--- src/hdl/si5338_pkg.sv ---
`default_nettype none

package si5338_pkg;

    typedef logic [7:0] reg_addr_t;
    typedef logic [7:0] reg_data_t;
    typedef logic [6:0] command_index_t;

    typedef enum logic [2:0] {
        CMD_WRITE,   // Plain register write
        CMD_MODIFY,  // Read, merge under mask, write
        CMD_POLL,    // Read until masked data matches
        CMD_DELAY,   // Settle time
        CMD_DONE     // End of table
    } command_kind_t;

    typedef struct packed {
        command_kind_t kind;
        reg_addr_t     read_address;
        reg_addr_t     write_address;
        reg_data_t     value;
        reg_data_t     mask;  // Set bits take value, clear bits keep read data
    } command_t;

    typedef struct packed {
        logic      valid;
        logic      write;
        reg_addr_t address;
        reg_data_t data;
    } reg_request_t;

    typedef struct packed {
        logic      done;
        logic      nack;
        reg_data_t read_data;  // Valid with done on reads
    } reg_response_t;

    localparam int COMMAND_COUNT = 97;

    localparam reg_addr_t REG_PAGE = 8'd255;
    localparam reg_addr_t REG_OUTPUT_ENABLE = 8'd230;
    localparam reg_addr_t REG_LOL_CONTROL = 8'd241;
    localparam reg_addr_t REG_STATUS = 8'd218;
    localparam reg_addr_t REG_FCAL_CONTROL = 8'd49;
    localparam reg_addr_t REG_SOFT_RESET = 8'd246;
    localparam reg_addr_t REG_FCAL_0 = 8'd237;
    localparam reg_addr_t REG_FCAL_1 = 8'd236;
    localparam reg_addr_t REG_FCAL_2 = 8'd235;
    localparam reg_addr_t REG_FCAL_OVERRIDE_0 = 8'd47;
    localparam reg_addr_t REG_FCAL_OVERRIDE_1 = 8'd46;
    localparam reg_addr_t REG_FCAL_OVERRIDE_2 = 8'd45;

    localparam reg_data_t STATUS_CLOCK_MASK = 8'h04;  // LOS_CLKIN
    localparam reg_data_t STATUS_LOCK_MASK = 8'h11;   // PLL_LOL and SYS_CAL

    // 121.584 MHz reference plan
    localparam logic [2:0] P1DIV = 3'd2;  // P1 = 4
    localparam logic [2:0] R0DIV = 3'd0;
    localparam logic [2:0] R1DIV = 3'd0;
    localparam logic [2:0] R2DIV = 3'd0;
    localparam logic [2:0] R3DIV = 3'd0;
    localparam logic [6:0] PLL_KPHI = 7'd61;
    localparam logic [2:0] VCO_GAIN = 3'd0;
    localparam logic [1:0] RSEL = 2'd0;
    localparam logic [1:0] BWSEL = 2'd0;
    localparam logic [5:0] MSCAL = 6'd4;

    // MS0 = 20, MS1 = 9.72672, MS2 = 20, MS3 = 24.3168, MSN = 97.2672
    localparam logic [17:0] MS_P1 [5] = '{18'd2048, 18'd733, 18'd2048, 18'd2600, 18'd11938};
    localparam logic [29:0] MS_P2 [5] = '{30'd0, 30'd63, 30'd0, 30'd344, 30'd126};
    localparam logic [29:0] MS_P3 [5] = '{30'd1, 30'd3125, 30'd1, 30'd625, 30'd625};

endpackage

`default_nettype wire

--- src/hdl/si5338_command_rom.sv ---
`default_nettype none

module si5338_command_rom (
    input  wire si5338_pkg::command_index_t index,
    output si5338_pkg::command_t            command
);

    logic [6:0] ms_offset;
    logic [2:0] ms_channel;
    logic [3:0] ms_position;

    function automatic si5338_pkg::command_t make_command(
        input si5338_pkg::command_kind_t kind,
        input si5338_pkg::reg_addr_t     read_address,
        input si5338_pkg::reg_addr_t     write_address,
        input si5338_pkg::reg_data_t     value,
        input si5338_pkg::reg_data_t     mask
    );
        make_command = '{kind, read_address, write_address, value, mask};
    endfunction

    // Full byte is a plain write, anything narrower is a modify in place
    function automatic si5338_pkg::command_t reg_write(
        input si5338_pkg::reg_addr_t address,
        input si5338_pkg::reg_data_t value,
        input si5338_pkg::reg_data_t mask
    );
        reg_write = make_command((mask == 8'hFF) ? si5338_pkg::CMD_WRITE : si5338_pkg::CMD_MODIFY,
                                 address, address, value, mask);
    endfunction

    // One byte of a MultiSynth block, channel 4 is the feedback divider N
    function automatic si5338_pkg::command_t ms_command(
        input logic [2:0] channel,
        input logic [3:0] position
    );
        logic [17:0] p1;
        logic [29:0] p2;
        logic [29:0] p3;
        si5338_pkg::reg_addr_t address;
        si5338_pkg::reg_data_t value;
        si5338_pkg::reg_data_t mask;
        p1 = si5338_pkg::MS_P1[channel];
        p2 = si5338_pkg::MS_P2[channel];
        p3 = si5338_pkg::MS_P3[channel];
        address = 8'd52 + 8'd11 * {5'd0, channel} + {4'd0, position};
        mask = 8'hFF;
        case (position)
            4'd0: begin
                value = 8'h10;  // FIDDIS = 1, no spread spectrum
                mask = 8'h7F;
            end
            4'd1: value = p1[7:0];
            4'd2: value = p1[15:8];
            4'd3: value = {p2[5:0], p1[17:16]};
            4'd4: value = p2[13:6];
            4'd5: value = p2[21:14];
            4'd6: value = p2[29:22];
            4'd7: value = p3[7:0];
            4'd8: value = p3[15:8];
            4'd9: value = p3[23:16];
            default: begin
                value = {(channel == 3'd4) ? 2'b10 : 2'b00, p3[29:24]};
                mask = (channel == 3'd4) ? 8'hBF : 8'h3F;
            end
        endcase
        return reg_write(address, value, mask);
    endfunction

    always_comb begin
        ms_offset = index - 7'd15;
        if (index >= 7'd59) begin
            ms_channel = 3'd4;  // N block has no config byte
            ms_position = 4'(index - 7'd58);
        end else begin
            ms_channel = 3'(ms_offset / 7'd11);
            ms_position = 4'(ms_offset % 7'd11);
        end
    end

    always_comb begin
        command = make_command(si5338_pkg::CMD_DONE, 8'd0, 8'd0, 8'd0, 8'd0);
        if (int'(index) < si5338_pkg::COMMAND_COUNT) begin
            case (index) inside
                7'd0: command = reg_write(si5338_pkg::REG_PAGE, 8'h00, 8'hFF);
                7'd1: command = reg_write(si5338_pkg::REG_OUTPUT_ENABLE, 8'h10, 8'hFF);
                7'd2: command = reg_write(si5338_pkg::REG_LOL_CONTROL, 8'hE5, 8'hFF);  // DIS_LOL
                7'd3: command = reg_write(8'd6, 8'h08, 8'h1D);  // Alarm masks
                7'd4: command = reg_write(8'd28, 8'h00, 8'hFF);
                7'd5: command = reg_write(8'd29, {5'b01000, si5338_pkg::P1DIV}, 8'hFF);
                7'd6: command = reg_write(8'd30, 8'hB0, 8'hFF);
                7'd7: command = reg_write(8'd31, {3'b110, si5338_pkg::R0DIV, 2'b00}, 8'hFF);
                7'd8: command = reg_write(8'd32, {3'b110, si5338_pkg::R1DIV, 2'b00}, 8'hFF);
                7'd9: command = reg_write(8'd33, {3'b110, si5338_pkg::R2DIV, 2'b00}, 8'hFF);
                7'd10: command = reg_write(8'd34, {3'b110, si5338_pkg::R3DIV, 2'b00}, 8'hFF);
                7'd11: command = reg_write(8'd48, {1'b0, si5338_pkg::PLL_KPHI}, 8'hFF);
                7'd12: command = reg_write(si5338_pkg::REG_FCAL_CONTROL,
                    {1'b0, si5338_pkg::VCO_GAIN, si5338_pkg::RSEL, si5338_pkg::BWSEL}, 8'hFF);
                7'd13: command = reg_write(8'd50, {2'b11, si5338_pkg::MSCAL}, 8'hFF);
                7'd14: command = reg_write(8'd51, 8'h07, 8'hFF);
                [7'd15:7'd68]: command = ms_command(ms_channel, ms_position);
                // Phase offset, phase step and DISST bytes of the four channels
                [7'd69:7'd84]: command = reg_write(8'd38 + {1'b0, index},
                    (index == 7'd78) ? 8'h80 : 8'h00,
                    (index == 7'd70 || index == 7'd74) ? 8'h7F : 8'hFF);
                7'd85: command = reg_write(8'd242, 8'h02, 8'h02);  // DCLK_DIS
                7'd86: command = make_command(si5338_pkg::CMD_POLL, si5338_pkg::REG_STATUS,
                    si5338_pkg::REG_STATUS, 8'h00, si5338_pkg::STATUS_CLOCK_MASK);
                7'd87: command = reg_write(si5338_pkg::REG_FCAL_CONTROL, 8'h00, 8'h80);
                7'd88: command = reg_write(si5338_pkg::REG_SOFT_RESET, 8'h02, 8'hFF);
                7'd89: command = make_command(si5338_pkg::CMD_DELAY, 8'd0, 8'd0, 8'd0, 8'd0);
                7'd90: command = reg_write(si5338_pkg::REG_LOL_CONTROL, 8'h65, 8'hFF);
                7'd91: command = make_command(si5338_pkg::CMD_POLL, si5338_pkg::REG_STATUS,
                    si5338_pkg::REG_STATUS, 8'h00, si5338_pkg::STATUS_LOCK_MASK);
                // Calibration copies, the first keeps only two bits of 237
                7'd92: command = make_command(si5338_pkg::CMD_MODIFY, si5338_pkg::REG_FCAL_0,
                    si5338_pkg::REG_FCAL_OVERRIDE_0, 8'h14, 8'hFC);
                7'd93: command = make_command(si5338_pkg::CMD_MODIFY, si5338_pkg::REG_FCAL_1,
                    si5338_pkg::REG_FCAL_OVERRIDE_1, 8'h00, 8'h00);
                7'd94: command = make_command(si5338_pkg::CMD_MODIFY, si5338_pkg::REG_FCAL_2,
                    si5338_pkg::REG_FCAL_OVERRIDE_2, 8'h00, 8'h00);
                7'd95: command = reg_write(si5338_pkg::REG_FCAL_CONTROL, 8'h80, 8'h80);
                7'd96: command = reg_write(si5338_pkg::REG_OUTPUT_ENABLE, 8'h00, 8'hFF);
            endcase
        end
    end

endmodule

`default_nettype wire

--- src/hdl/si5338_reg_access.sv ---
`default_nettype none

module si5338_reg_access (
    input  wire                            clock,
    input  wire                            reset,
    input  wire                            start,
    input  wire si5338_pkg::command_t      command,
    output logic                           finished,
    output logic                           failed,
    output si5338_pkg::reg_request_t       reg_request,
    input  wire si5338_pkg::reg_response_t reg_response
);

    typedef enum logic [2:0] {IDLE, WRITE, READ, POLL, FINISH} state_t;

    state_t state;
    si5338_pkg::reg_data_t merged;
    logic match;

    assign merged = (reg_response.read_data & ~command.mask) | (command.value & command.mask);
    assign match = (reg_response.read_data & command.mask) == (command.value & command.mask);
    assign finished = state == FINISH;

    always_ff @(posedge clock) begin
        if (reset) begin
            state <= IDLE;
            reg_request.valid <= 1'b0;
            failed <= 1'b0;
        end else begin
            case (state)
                IDLE: begin
                    if (start) begin
                        failed <= 1'b0;
                        case (command.kind)
                            si5338_pkg::CMD_WRITE: begin
                                reg_request.write <= 1'b1;
                                reg_request.address <= command.write_address;
                                reg_request.data <= command.value;
                                state <= WRITE;
                            end
                            si5338_pkg::CMD_MODIFY: begin
                                reg_request.write <= 1'b0;
                                reg_request.address <= command.read_address;
                                state <= READ;
                            end
                            si5338_pkg::CMD_POLL: begin
                                reg_request.write <= 1'b0;
                                reg_request.address <= command.read_address;
                                state <= POLL;
                            end
                            default: state <= FINISH;  // No bus work
                        endcase
                    end
                end
                WRITE, READ, POLL: begin
                    // Valid rises one cycle after the fields settle
                    if (!reg_request.valid) begin
                        reg_request.valid <= 1'b1;
                    end else if (reg_response.done) begin
                        reg_request.valid <= 1'b0;
                        if (reg_response.nack) begin
                            failed <= 1'b1;
                            state <= FINISH;
                        end else if (state == READ) begin
                            reg_request.write <= 1'b1;  // Write half of the modify
                            reg_request.address <= command.write_address;
                            reg_request.data <= merged;
                            state <= WRITE;
                        end else if (state == WRITE || match) begin
                            state <= FINISH;
                        end
                    end
                end
                default: state <= IDLE;  // FINISH lasts one cycle
            endcase
        end
    end

    // An outstanding request holds until the responder answers
    request_held: assert property (@(posedge clock) disable iff (reset)
        reg_request.valid && !reg_response.done |=> $stable(reg_request));

endmodule

`default_nettype wire

--- src/hdl/si5338_sequencer.sv ---
`default_nettype none

module si5338_sequencer #(
    parameter int WAIT_CYCLES = 2_500_000
) (
    input  wire                         clock,
    input  wire                         reset,
    input  wire si5338_pkg::command_t   command,
    output si5338_pkg::command_index_t  index,
    output logic                        start,
    input  wire                         finished,
    input  wire                         failed,
    output logic                        ready
);

    typedef enum logic [1:0] {FETCH, ISSUE, DELAY, READY} state_t;
    typedef logic [$clog2(WAIT_CYCLES + 1) - 1:0] wait_count_t;

    state_t state;
    wait_count_t wait_count;

    assign start = state == ISSUE;
    assign ready = state == READY;

    always_ff @(posedge clock) begin
        if (reset) begin
            state <= FETCH;
            index <= '0;
            wait_count <= '0;
        end else begin
            case (state)
                FETCH: begin
                    case (command.kind)
                        si5338_pkg::CMD_DELAY: begin
                            wait_count <= wait_count_t'(WAIT_CYCLES - 1);
                            state <= DELAY;
                        end
                        si5338_pkg::CMD_DONE: state <= READY;
                        default: state <= ISSUE;
                    endcase
                end
                ISSUE: begin
                    if (finished) begin
                        // Any NACK restarts the whole table
                        index <= failed ? '0 : index + 7'd1;
                        state <= FETCH;
                    end
                end
                DELAY: begin
                    if (wait_count == '0) begin
                        index <= index + 7'd1;
                        state <= FETCH;
                    end else begin
                        wait_count <= wait_count - wait_count_t'(1);
                    end
                end
                default: state <= READY;  // Stays until reset
            endcase
        end
    end

    ready_sticky: assert property (@(posedge clock) disable iff (reset) ready |=> ready);

endmodule

`default_nettype wire

--- src/hdl/si5338_init.sv ---
`default_nettype none

module si5338_init #(
    parameter int WAIT_CYCLES = 2_500_000  // 25 ms at 100 MHz
) (
    input  wire                            clock,
    input  wire                            reset,
    output si5338_pkg::reg_request_t       reg_request,
    input  wire si5338_pkg::reg_response_t reg_response,
    output logic                           ready
);

    si5338_pkg::command_index_t index;
    si5338_pkg::command_t command;
    logic start;
    logic finished;
    logic failed;

    si5338_sequencer #(
        .WAIT_CYCLES(WAIT_CYCLES)
    ) si5338_sequencer_i (
        .clock(clock),
        .reset(reset),
        .command(command),
        .index(index),
        .start(start),
        .finished(finished),
        .failed(failed),
        .ready(ready)
    );

    si5338_command_rom si5338_command_rom_i (
        .index(index),
        .command(command)
    );

    si5338_reg_access si5338_reg_access_i (
        .clock(clock),
        .reset(reset),
        .start(start),
        .command(command),
        .finished(finished),
        .failed(failed),
        .reg_request(reg_request),
        .reg_response(reg_response)
    );

endmodule

`default_nettype wire

--- config.mk ---
export PLATFORM = sky130hd
export DESIGN_NAME = si5338_init
export DESIGN_NICKNAME = d
export VERILOG_FILES = /design/src/hdl/si5338_pkg.sv /design/src/hdl/si5338_command_rom.sv /design/src/hdl/si5338_reg_access.sv /design/src/hdl/si5338_sequencer.sv /design/src/hdl/si5338_init.sv
export SDC_FILE = /design/constraint.sdc
export NUM_CORES = 1
export LEC_CHECK = 0
export ABC_CLOCK_PERIOD_IN_PS = 11600
export BUFFER_PORTS_ARGS = -buffer_cell sky130_fd_sc_hd__buf_2
export CAP_MARGIN = 20
export CORE_MARGIN = 4
export CORE_UTILIZATION = 28
export DETAILED_ROUTE_END_ITERATION = 8
export HOLD_SLACK_MARGIN = 0.05
export PLACE_DENSITY_LB_ADDON = 0.05
export REMOVE_ABC_BUFFERS = 1
export SYNTH_ARGS = -nofsm -noshare
export SYNTH_HDL_FRONTEND = slang
export SYNTH_SLANG_ARGS = --single-unit
--- constraint.sdc ---
create_clock -name clock -period 11.6 [get_ports clock]
set_input_delay 2.32 -clock clock [delete_from_list [all_inputs] [get_ports clock]]
set_output_delay 2.32 -clock clock [all_outputs]
set_load 0.005 [all_outputs]
==> flow_summary.toml <==
[clocking]
clockBufferDepth = 2
clock-root-buffer = "clkbuf_16"
clock_latency_ps = 310
cts-buffers-inserted = 5
cts_tree = "built"
postCtsSetupBuffers = 0
cts_hold_buf = 0
path_clk_slew_ps = 80
cts_resized = 0
htreeDepth = 2
clock-sinks = 53

[place]
dp_cells = 1257
gp_congestion = 0.868
hpwlAfterDp_um = 20000
port_buffers = 30

[job]
drv_cap = 0

[critical_path]
endpoint_kind = "flip-flop"
path_common_cell = "nor2_1"
crit_path_start_kind = "flip-flop"
cpPeakStageDelay_ps = 730
critPathTopFamily = "compound AO/OA/AOI/OAI gates"
critPathKind = "reg2reg"
critPathSlowestCell = "xor2_1"
cp.required_ps = 11790
cp_num_buf_inv = 2
critPathArrivalTime_ps = 7990
cp_max_fo = 47

[synth]
syn_inst = 950
ys_async_sr_fraction = 0
synth_edf_count = 17
syn_avg_cell_area_um2 = 7.17
syn_area_mm2 = 0.00681
synth_ff_type = "dfxtp_1"
synth_cell_types = 102
ys_warn_count = 0
seq_area_frac_synth = 0.181
ys_ff_latch = 53

[worst_hold_path]
hold_path.class = "reg2reg"

[global_route]
grt_max_degree = 48
overflow = 0
grt_pass1_wl_um = 41500
antenna_found_initial = 0
grt.total_usage = 0.195
grt_pass1_vias = 7008

[routing]
drt-vias-per-instance = 5.80
wirelength_um = 26400
drt_pass1_iterations = 5
wire_per_inst_um = 20.8
drt_iter0_markers = 563
via_count = 7349
ant_nets = 0
drcViolationCount = 0

[pwr]
p_total_mw = 1.33
p_leak_nw = 2.76
ir_drop_uv = 94.7
powerDensity_mw_per_mm2 = 181

[timing]
fmaxAchievable_mhz = 128
slew_headroom = 0.343
setup_tns_ps = 0
post-route-period-util = 0.672
hold_violations = 0
rsz0062_at_grt = "no"
fin_skew_ps = 15.1
fin_hold_ws_ps = 491
setup-violations-final = 0
drv_slew = 0
layout_min_cycle_time_ps = 7800
tightest_slew_ps = 975

[floorplanning]
initial_core_util = 0.288
die_h_um = 164
die-area_mm2 = 0.0269
core.rowCount = 56
core_area_mm2 = 0.0237
die_w_um = 164
pin_count = 31

[final_layout]
layout-drive-gt1-share = 0.102
nets = 999
syn_to_final_growth_pct = 8.10
antenna_cells = 0
finalNonFillerCells = 1267
final_core_util = 0.311

[outcome]
status = "finished, final reports clean"
## Yosys cell counts (18+ instances only)
master	number	share of area
nand2_1	94	0.052
inv_1	34	0.019
nand4_1	19	0.017
a31oi_1	24	0.022
ha_1	37	0.068
dfxtp_1	36	0.11
nor2_1	105	0.058
a21oi_1	83	0.061
o21ai_0	79	0.058
o211ai_1	18	0.020
nor3_1	33	0.024
nand3_1	31	0.023
xor2_1	22	0.028
clkbuf_1	34	0.019
## area by class of cell
| type | instances | area (um2) |
|---|---|---|
| inverters | 37 | 139 |
| flip-flops and latches | 53 | 1230 |
| multi-input cells | 803 | 5160 |
| fillers | 2649 | 16300 |
| clock inverters | 3 | 28.8 |
| clock buffers | 5 | 125 |
| repair buffers | 47 | 278 |
| well taps | 319 | 399 |
## registers in the layout (all words and copies together) (netlist names)
register,count
si5338_reg_access_i.reg_request,18
si5338_sequencer_i.state,2
si5338_sequencer_i.index,7
si5338_reg_access_i.state,3
si5338_reg_access_i.failed,1
si5338_sequencer_i.wait_count,22
## power by group
group | leakage, nW | internal (mW) | total [mW] | switching (mW)
combinational | 2.23 | 0.291 | 0.862 | 0.570
clock | 0.0763 | 0.0829 | 0.159 | 0.0766
sequential | 0.447 | 0.262 | 0.309 | 0.0473
total | 2.76 | 0.636 | 1.33 | 0.694
## metal layers
metal,vias up,global-route usage,routed length (um)
met1,3507,0.290,13000
met5,-,0,0
met3,41,0.0206,1160
met2,233,0.296,11500
li1,3568,-,-
met4,0,0.0591,685
## cell usage in the layout, fill, tap and decap left out, drive strengths merged, types with 7 or more instances in the layout
cell	netlist	layout
o21ai	85	85
a31oi	26	26
or4	8	8
nor2b	10	10
nor2	106	106
nand2b	9	9
inv	36	38
mux2i	8	8
and2	7	7
nand2	95	95
o31ai	7	7
and3	11	11
dfxtp	36	36
ha	37	37
nand3	32	32
a211oi	13	13
a41oi	7	7
nor4	12	12
xor2	22	22
o211ai	19	19
edfxtp	17	17
nor3	34	34
or3	11	11
a21oi	84	84
buf	23	46
nand4	19	19
a21o	10	10
xnor2	19	19
## through the flow
| step | setup slack (ps) | area [um2] |
|---|---|---|
| floorplan | 4660 | 6530 |
| global placement | 4150 | 7190 |
| detailed placement | 3970 | 7190 |
| CTS | 3910 | 7350 |
| global route | 3090 | 7360 |
| finish | 3800 | 7360 |
## cells by family (layout without fill, tap and decap cells)
family	count (synthesis)	in the layout	synth area share
and+or+nand+nor	374	374	0.270
adders and majority gates	40	40	0.0768
muxes	10	10	0.0151
DFF	53	53	0.181
buffers and inverters	94	92	0.0614
AOI/OAI and AO/OA	338	338	0.340
xor gates and xnor gates	41	41	0.0560
## final timing paths
path,start,end,slack [ps],depth (start not counted)
hold reg to reg,si5338_sequencer_i.wait_count[1],si5338_sequencer_i.wait_count[1],490,2
setup / recovery,si5338_sequencer_i.index[2],si5338_reg_access_i.state[2],3800,26
setup reg to reg,si5338_sequencer_i.index[2],si5338_reg_access_i.state[2],3800,26
hold / removal,si5338_sequencer_i.wait_count[1],si5338_sequencer_i.wait_count[1],490,2
## worst register-to-register path, delay by kind of cell (launching register included)
family | cells | cell delay (ps)
AOI/OAI and AO/OA | 8 | 2400
and+or+nand+nor | 9 | 2270
adders and majority gates | 3 | 890
xor gates and xnor gates | 2 | 890
buffers and inverters | 2 | 570
muxes | 2 | 360
DFF | 1 | 310
No activity file was read; power rests on OpenSTA's default activity.
